File: config.mk
export PLATFORM = sky130hd
export DESIGN_NAME = llc_input_decoder
export DESIGN_NICKNAME = d
export VERILOG_FILES = /design/src/verilog/llc_addr_pkg.sv /design/src/verilog/llc_msg_pkg.sv /design/src/verilog/llc_channel_intake.sv /design/src/verilog/llc_input_arbiter.sv /design/src/verilog/llc_decode_queue.sv /design/src/verilog/llc_line_splitter.sv /design/src/verilog/llc_input_decoder.sv
export SDC_FILE = /design/constraint.sdc
export NUM_CORES = 1
export LEC_CHECK = 0
export BUFFER_PORTS_ARGS = -buffer_cell sky130_fd_sc_hd__buf_2
export CAP_MARGIN = 20
export CORE_MARGIN = 4
export CORE_UTILIZATION = 38
export DETAILED_ROUTE_END_ITERATION = 10
export PLACE_DENSITY = 0.65
export SETUP_SLACK_MARGIN = 0.15
export SLEW_MARGIN = 20
export SYNTH_ARGS = -nofsm -noshare
export SYNTH_HDL_FRONTEND = slang
export SYNTH_HIERARCHICAL = 1
export SYNTH_SLANG_ARGS = --single-unit
File: constraint.sdc
create_clock -name clk -period 8.2 [get_ports clk]
set_input_delay 1.64 -clock clk [delete_from_list [all_inputs] [get_ports clk]]
set_output_delay 1.64 -clock clk [all_outputs]
set_load 0.01 [all_outputs]
File: src/verilog/llc_addr_pkg.sv
//**************************************************************************
// line address layout for the LLC, tag bits are whatever lies above the set
// the line address width is fixed for the whole design
//**************************************************************************

package llc_addr_pkg;

    // line address, byte offset already stripped
    localparam int LINE_ADDR_BITS = 26;

    // set index in the low bits
    localparam int LLC_SET_BITS = 10;

    localparam int LLC_TAG_BITS = LINE_ADDR_BITS - LLC_SET_BITS;

    typedef logic [LINE_ADDR_BITS-1:0] line_addr_t;

    typedef logic [LLC_SET_BITS-1:0] llc_set_t;

    typedef logic [LLC_TAG_BITS-1:0] llc_tag_t;

endpackage

File: src/verilog/llc_msg_pkg.sv
//**************************************************************************
// source channel numbering, lower index wins arbitration
//**************************************************************************

package llc_msg_pkg;

    localparam int NUM_CHANNELS = 3;

    // channel indices, also the priority order
    localparam int CH_RSP = 0;
    localparam int CH_REQ = 1;
    localparam int CH_DMA = 2;

    // kind of an output item, carries the channel index
    typedef logic [1:0] llc_kind_t;

    // intake handshake states
    typedef enum logic [1:0] {
        IDLE,
        HELD,
        RELEASE
    } intake_state_t;

endpackage

File: src/verilog/llc_channel_intake.sv
//**************************************************************************
// four-phase source port holding one line address at a time
// in_ack is raised only after the arbiter has granted the held item
//**************************************************************************
`timescale 1ns/1ps

module llc_channel_intake (
    input  logic                     clk,
    input  logic                     rst,
    input  logic                     in_req,
    input  llc_addr_pkg::line_addr_t in_addr,
    output logic                     in_ack,
    input  logic                     grant,
    output logic                     pending,
    output llc_addr_pkg::line_addr_t held_addr
);

    import llc_msg_pkg::*;

    intake_state_t state;

    assign pending = (state == HELD);
    assign in_ack  = (state == RELEASE);

    always_ff @(posedge clk or negedge rst) begin
        if (!rst) begin
            state <= IDLE;
        end else begin
            case (state)
                IDLE: begin
                    if (in_req) begin
                        state <= HELD;
                    end
                end
                HELD: begin
                    // wait for the arbiter to move it into the queue
                    if (grant) begin
                        state <= RELEASE;
                    end
                end
                RELEASE: begin
                    if (!in_req) begin
                        state <= IDLE;
                    end
                end
                default: begin
                    state <= IDLE;
                end
            endcase
        end
    end

    // address capture on entry to HELD
    always_ff @(posedge clk) begin
        if (state == IDLE && in_req) begin
            held_addr <= in_addr;
        end
    end

    // arbiter must only pick an intake that is pending
    assert property (@(posedge clk) disable iff (!rst)
        grant |-> state == HELD);

    // source keeps the address steady once it has raised req
    assert property (@(posedge clk) disable iff (!rst)
        (state == IDLE && in_req) |=> (!in_req || $stable(in_addr)));

endmodule

File: src/verilog/llc_input_arbiter.sv
//**************************************************************************
// fixed priority rsp over req over dma with req and dma held back in a stall
// purely combinational and grants only while the decode queue has room
//**************************************************************************
`timescale 1ns/1ps

module llc_input_arbiter (
    input  logic [llc_msg_pkg::NUM_CHANNELS-1:0] pending,
    input  llc_addr_pkg::line_addr_t             held_addr [llc_msg_pkg::NUM_CHANNELS],
    input  logic                                 req_stall,
    input  llc_addr_pkg::line_addr_t             stalled_addr,
    input  logic                                 full,
    output logic [llc_msg_pkg::NUM_CHANNELS-1:0] grant,
    output logic                                 push,
    output logic                                 push_hit,
    output llc_msg_pkg::llc_kind_t               push_kind,
    output llc_addr_pkg::line_addr_t             push_addr
);

    import llc_msg_pkg::*;

    logic [NUM_CHANNELS-1:0] blocked;
    logic [NUM_CHANNELS-1:0] eligible;

    // only responses get through while a request is stalled
    always_comb begin
        blocked = '0;
        blocked[CH_REQ] = req_stall;
        blocked[CH_DMA] = req_stall;
    end

    assign eligible = full ? '0 : (pending & ~blocked);

    // lowest eligible index wins
    always_comb begin
        logic found;
        found = 1'b0;
        grant = '0;
        push_kind = llc_kind_t'(CH_RSP);
        push_addr = held_addr[CH_RSP];
        for (int i = 0; i < NUM_CHANNELS; i++) begin
            if (eligible[i] && !found) begin
                found = 1'b1;
                grant[i] = 1'b1;
                push_kind = llc_kind_t'(i);
                push_addr = held_addr[i];
            end
        end
    end

    assign push = |grant;

    // a response to the stalled line lets the stall be cleared downstream
    assign push_hit = grant[CH_RSP] && req_stall && (held_addr[CH_RSP] == stalled_addr);

endmodule

File: src/verilog/llc_decode_queue.sv
//**************************************************************************
// in-order FIFO of granted items, QUEUE_DEPTH must be a power of two >= 2
//**************************************************************************
`timescale 1ns/1ps

module llc_decode_queue #(
    parameter int QUEUE_DEPTH = 2
) (
    input  logic                     clk,
    input  logic                     rst,
    input  logic                     push,
    input  llc_msg_pkg::llc_kind_t   push_kind,
    input  llc_addr_pkg::line_addr_t push_addr,
    input  logic                     push_hit,
    input  logic                     pop,
    output logic                     full,
    output logic                     empty,
    output llc_msg_pkg::llc_kind_t   head_kind,
    output llc_addr_pkg::line_addr_t head_addr,
    output logic                     head_hit
);

    import llc_addr_pkg::*;
    import llc_msg_pkg::*;

    localparam int PTR_BITS = $clog2(QUEUE_DEPTH);
    localparam int CNT_BITS = $clog2(QUEUE_DEPTH + 1);

    llc_kind_t  kind_mem [QUEUE_DEPTH];
    line_addr_t addr_mem [QUEUE_DEPTH];
    logic       hit_mem  [QUEUE_DEPTH];

    logic [PTR_BITS-1:0] wr_ptr;
    logic [PTR_BITS-1:0] rd_ptr;
    logic [CNT_BITS-1:0] count;

    assign full  = (count == CNT_BITS'(QUEUE_DEPTH));
    assign empty = (count == '0);

    assign head_kind = kind_mem[rd_ptr];
    assign head_addr = addr_mem[rd_ptr];
    assign head_hit  = hit_mem[rd_ptr];

    always_ff @(posedge clk) begin
        if (push) begin
            kind_mem[wr_ptr] <= push_kind;
            addr_mem[wr_ptr] <= push_addr;
            hit_mem[wr_ptr]  <= push_hit;
        end
    end

    // pointers wrap on their own since the depth is a power of two
    always_ff @(posedge clk or negedge rst) begin
        if (!rst) begin
            wr_ptr <= '0;
            rd_ptr <= '0;
            count  <= '0;
        end else begin
            if (push) begin
                wr_ptr <= wr_ptr + 1'b1;
            end
            if (pop) begin
                rd_ptr <= rd_ptr + 1'b1;
            end
            case ({push, pop})
                2'b10: count <= count + 1'b1;
                2'b01: count <= count - 1'b1;
                default: count <= count;
            endcase
        end
    end

    assert property (@(posedge clk) disable iff (!rst) push |-> !full);

    assert property (@(posedge clk) disable iff (!rst) pop |-> !empty);

endmodule

File: src/verilog/llc_line_splitter.sv
//**************************************************************************
// pops one item at a time, fields hold from out_req rise until out_ack
// next item is presented only after out_ack has returned low
//**************************************************************************
`timescale 1ns/1ps

module llc_line_splitter (
    input  logic                     clk,
    input  logic                     rst,
    input  logic                     empty,
    input  llc_msg_pkg::llc_kind_t   head_kind,
    input  llc_addr_pkg::line_addr_t head_addr,
    input  logic                     head_hit,
    output logic                     pop,
    output logic                     out_req,
    input  logic                     out_ack,
    output llc_msg_pkg::llc_kind_t   out_kind,
    output llc_addr_pkg::llc_tag_t   out_tag,
    output llc_addr_pkg::llc_set_t   out_set,
    output logic                     out_clr_req_stall
);

    import llc_addr_pkg::*;

    typedef enum logic [1:0] {
        SPLIT_IDLE,
        SPLIT_REQ,
        SPLIT_DRAIN
    } split_state_t;

    split_state_t state;

    assign pop     = (state == SPLIT_IDLE) && !empty;
    assign out_req = (state == SPLIT_REQ);

    always_ff @(posedge clk or negedge rst) begin
        if (!rst) begin
            state <= SPLIT_IDLE;
        end else begin
            case (state)
                SPLIT_IDLE: begin
                    if (!empty) begin
                        state <= SPLIT_REQ;
                    end
                end
                SPLIT_REQ: begin
                    if (out_ack) begin
                        state <= SPLIT_DRAIN;
                    end
                end
                SPLIT_DRAIN: begin
                    // sink must finish its half of the handshake
                    if (!out_ack) begin
                        state <= SPLIT_IDLE;
                    end
                end
                default: begin
                    state <= SPLIT_IDLE;
                end
            endcase
        end
    end

    // tag is everything above the set index
    always_ff @(posedge clk) begin
        if (pop) begin
            out_kind          <= head_kind;
            out_tag           <= head_addr[LINE_ADDR_BITS-1:LLC_SET_BITS];
            out_set           <= head_addr[LLC_SET_BITS-1:0];
            out_clr_req_stall <= head_hit;
        end
    end

    assert property (@(posedge clk) disable iff (!rst)
        out_req |=> (!out_req || $stable({out_kind, out_tag, out_set, out_clr_req_stall})));

endmodule

File: src/verilog/llc_input_decoder.sv
//**************************************************************************
// LLC input stage, three four-phase source ports into one output port
// latency varies with back-pressure, out_req marks each item
//**************************************************************************
`timescale 1ns/1ps

module llc_input_decoder #(
    parameter int QUEUE_DEPTH = 2
) (
    input  logic                                 clk,
    input  logic                                 rst,
    input  logic [llc_msg_pkg::NUM_CHANNELS-1:0] in_req,
    output logic [llc_msg_pkg::NUM_CHANNELS-1:0] in_ack,
    input  llc_addr_pkg::line_addr_t             in_addr [llc_msg_pkg::NUM_CHANNELS],
    input  logic                                 req_stall,
    input  llc_addr_pkg::line_addr_t             stalled_addr,
    output logic                                 out_req,
    input  logic                                 out_ack,
    output llc_msg_pkg::llc_kind_t               out_kind,
    output llc_addr_pkg::llc_tag_t               out_tag,
    output llc_addr_pkg::llc_set_t               out_set,
    output logic                                 out_clr_req_stall
);

    import llc_addr_pkg::*;
    import llc_msg_pkg::*;

    logic [NUM_CHANNELS-1:0] pending;
    logic [NUM_CHANNELS-1:0] grant;
    line_addr_t              held_addr [NUM_CHANNELS];

    logic       push;
    logic       push_hit;
    llc_kind_t  push_kind;
    line_addr_t push_addr;

    logic       full;
    logic       empty;
    logic       pop;
    llc_kind_t  head_kind;
    line_addr_t head_addr;
    logic       head_hit;

    // one intake per source channel
    for (genvar ch = 0; ch < NUM_CHANNELS; ch++) begin : g_intake
        llc_channel_intake u_intake (
            .clk       (clk),
            .rst       (rst),
            .in_req    (in_req[ch]),
            .in_addr   (in_addr[ch]),
            .in_ack    (in_ack[ch]),
            .grant     (grant[ch]),
            .pending   (pending[ch]),
            .held_addr (held_addr[ch])
        );
    end

    llc_input_arbiter u_arbiter (
        .pending      (pending),
        .held_addr    (held_addr),
        .req_stall    (req_stall),
        .stalled_addr (stalled_addr),
        .full         (full),
        .grant        (grant),
        .push         (push),
        .push_hit     (push_hit),
        .push_kind    (push_kind),
        .push_addr    (push_addr)
    );

    llc_decode_queue #(
        .QUEUE_DEPTH (QUEUE_DEPTH)
    ) u_queue (
        .clk       (clk),
        .rst       (rst),
        .push      (push),
        .push_kind (push_kind),
        .push_addr (push_addr),
        .push_hit  (push_hit),
        .pop       (pop),
        .full      (full),
        .empty     (empty),
        .head_kind (head_kind),
        .head_addr (head_addr),
        .head_hit  (head_hit)
    );

    llc_line_splitter u_splitter (
        .clk               (clk),
        .rst               (rst),
        .empty             (empty),
        .head_kind         (head_kind),
        .head_addr         (head_addr),
        .head_hit          (head_hit),
        .pop               (pop),
        .out_req           (out_req),
        .out_ack           (out_ack),
        .out_kind          (out_kind),
        .out_tag           (out_tag),
        .out_set           (out_set),
        .out_clr_req_stall (out_clr_req_stall)
    );

endmodule

==> results.txt <==
----------------------------------------------------
[Yosys]
  Synthesized cell area ... 6780 µm²
  Cell count after synthesis ... 412
  Synth warn ... 6
  Post-synth net total ... 524
  Unique cell type count in the Yosys netlist ... 32
  Post-synthesis sequential element count ... 177
  Mean cell area of the mapped netlist ... 16.5 µm²
  Portion of the post-synthesis area used by sequential elements ... 77.5%

[Route]
  DRC marker count from the first detailed-route iteration ... 307
  First-pass DRT Iterations ... 4
  Routed WL ... 15100 µm
  DRC violation count after routing ... 0
  Vias after detailed routing ... 3855
  Remaining antenna violation count ... 0
  Vias per Instance ... 4.80
  WL per Instance ... 18.8 µm

[GRT]
  Maximum number of pins on one net before global-route repair ... 54
  Wire length of the first global-routing pass ... 22900 µm
  Vias in the first global route ... 4092
  Number of antenna violations at the first check in global routing ... 2
  Global route overflow ... 0
  Global Route Usage Sum ... 15.6%

[Clock tree]
  Number of H-tree branching levels ... 4
  Number of buffers on the longest clock path ... 2
  Clock slew seen by the registers of the worst setup and hold paths ... 60 ps
  Clock insertion delay at the later pin of the skew report ... 430 ps
  Number of buffers inserted during clock tree synthesis ... 17
  Post-CTS Setup Repair Bufs ... 0
  Clk sinks ... 177
  CTS Hold Buffers Added ... 0
  TritonCTS clock tree ... built
  Number of cells upsized or downsized after cts ... 0
  Clock tree root driver cell ... clkbuf_16

[Placement]
  Port-buffer cells ... 143
  Final Wtd Congestion ... 0.837
  HPWL after DPL ... 10400 µm
  Placed inst area ... 7740 µm²

[Worst setup path]
  Register-to-register setup slack ... 5800 ps
  Endpoint class of the critical path ... flip-flop
  Data required, critical path ... 8250 ps
  Number of buffers and inverters on the critical path ... 2
  Cells along the critical path ... buf_2 > nor2_1 > nor2_1 > nor2_1 > inv_1 > nor2_4
  Data arrival time of the critical path ... 3020 ps
  Delay contributed by the slowest stage of the critical path ... 750 ps
  Top delay family on crit path ... simple AND/OR/NAND/NOR gates
  Cell type of the slowest stage on the worst timing path ... nor2_4
  Crit path max fanout ... 29
  Sort of element at the start of the critical path ... input pin
  CP most frequent cell ... nor2_1
  Setup Crit Path Kind ... in2reg

[Final layout]
  Fraction of final layout cells with drive strength greater than 1 ... 38.6%
  Fin nets ... 677
  Non-Filler Cell Area, Final ... 8320 µm²
  Utilization after layout ... 47.7%
  Growth of design area from synthesis to finish ... 22.6%

[STA]
  Count of endpoints failing setup in the final report ... 0
  Top achievable clock speed ... 0.337 GHz
  Least-Margin Pin Slew ... 982 ps
  Final TNS setup ... 0 ps
  Final Hold Slack ... 484 ps
  Final clock period utilization by the worst path ... 36.2%
  Final hold viol count ... 0
  Worst Clk Skew ... 6.13 ps
  Setup repair after global routing missed its margin ... no
  Count of pins over their slew limit ... 0
  Post-layout min period ... 2970 ps
  Relative slew slack ... 34.4%

[Die]
  Floorplan Core Area ... 17400 µm²
  Top-level port count ... 144
  Effective utilization at floorplan ... 38.9%
  Std cell rows ... 48
  Die Area ... 20100 µm²
  Die Ht ... 142 µm
  Floorplan die width ... 142 µm

[Power]
  Pwr Density ... 389 nW/µm²
  Static leakage ... 3.16 nW
  Maximum VDD drop ... 0.169 mV

[Job]
  Count of max-cap constraint violations ... 0

[Min path]
  Hold crit path type ... reg2reg

[Run status]
  Status ... complete, no violations

----------------------------------------------------
==> cell families (layout without fill, tap and decap cells) <==
logic type,Yosys count,after routing,synth area share [%]
multiplexers,29,29,4.81
XOR/XNOR,31,31,4.00
buffers and inverters,20,185,1.97
AO/OA/AOI/OAI,34,34,3.39
other,0,1,0
adder cells (fa/ha/maj),1,1,0.184
AND/OR/NAND/NOR,120,120,8.15
flip-flops,177,177,77.5
==> path summary, 6_finish.rpt <==
path,start,endpoint,cells past startpoint
setup / recovery,req_stall,u_queue/addr_mem[0][25],6
setup reg to reg,g_intake[2].u_intake/state[1],u_queue/addr_mem[0][25],7
min in group asynchronous,rst,g_intake[0].u_intake/state[1],1
max in group asynchronous,rst,g_intake[2].u_intake/state[0],1
hold reg to reg,u_queue/count[1],u_queue/count[1],1
hold / removal,u_queue/count[1],u_queue/count[1],1
==> layout by cell type, fill, tap and decap left out, drive strengths merged, types with 2 or more instances in the layout <==
master / synthesis / routed
a21oi: 3 / 3
a31oi: 26 / 26
and2b: 2 / 2
buf: 14 / 148
bufinv: 0 / 2
clkbuf: 0 / 18
clkinv: 1 / 6
clkinvlp: 0 / 4
dfrtp: 12 / 12
edfxtp: 165 / 165
inv: 5 / 7
mux2: 29 / 29
nand2: 53 / 53
nand2b: 3 / 3
nand4: 3 / 3
nor2: 40 / 40
nor2b: 6 / 6
nor3: 3 / 3
nor4: 5 / 5
o2bb2ai: 3 / 3
or2b: 3 / 3
xnor2: 6 / 6
xor2: 25 / 25
==> routing by layer <==
layer	wire, µm	GRT usage (%)	up-vias
li1	-	-	1825
met1	6520	19.5	1873
met2	7410	25.6	124
met3	790	4.62	31
met4	362	6.11	2
met5	10	0	-
==> where the power goes <==
| group | switching, W | leakage (nW) | total (W) | internal [W] |
|---|---|---|---|---|
| registers | 0.000117 | 1.69 | 0.00159 | 0.00148 |
| logic | 0.000541 | 1.20 | 0.000860 | 0.000318 |
| clock network | 0.000334 | 0.266 | 0.000781 | 0.000447 |
| total | 0.000993 | 3.16 | 0.00323 | 0.00224 |
==> cells in the mapped netlist (all sizes together) <==
cell	instances	area share [%]
nor2b	6	0.66
edfxtp	165	73
a31oi	26	2.4
nor3	3	0.39
ha	1	0.18
buf	14	1.6
xor2	25	3.2
a211oi	1	0.11
o21a	1	0.11
nand4	3	0.28
nor4	5	0.46
a21oi	3	0.39
nor2	40	2.2
o2bb2ai	3	0.39
mux2	29	4.8
or2b	3	0.33
and2	1	0.092
and2b	2	0.24
clkinv	1	0.13
nand2	53	3.0
nand3b	1	0.17
nand2b	3	0.28
xnor2	6	0.77
dfrtp	12	4.4
inv	5	0.28
==> state kept, by name (all words and copies together) (netlist names) <==
signal                        count
u_splitter/out_clr_req_stall      1
u_queue/addr_mem                 52
g_intake.u_intake/held_addr      78
u_queue/hit_mem                   2
u_splitter/out_tag               16
u_splitter/state                  2
u_queue/rd_ptr                    1
u_queue/count                     2
g_intake.u_intake/state           6
u_splitter/out_set               10
u_queue/wr_ptr                    1
u_queue/kind_mem                  4
u_splitter/out_kind               2
==> layout make-up <==
type | instances | area [µm²]
fill | 1552 | 9100
clock inverter | 13 | 139
timing repair buffer | 148 | 753
sequential | 177 | 5260
tap | 225 | 282
multi-input combinational | 215 | 1430
clock buffer | 18 | 429
inverter | 6 | 27.5
antenna | 1 | 2.50
==> per-stage QoR <==
step / std cells / setup WS [ps] / total power (W)
5_1_grt: 803 / 5080 / 0.00341
4_1_cts: 802 / 4960 / 0.00327
3_3_place_gp: 771 / 4650 / 0.00245
6_report: 803 / 5230 / 0.00323
3_5_place_dp: 771 / 4490 / 0.00249
2_1_floorplan: 412 / 4550 / 0.00216
No activity file was read; power rests on OpenSTA's default activity.
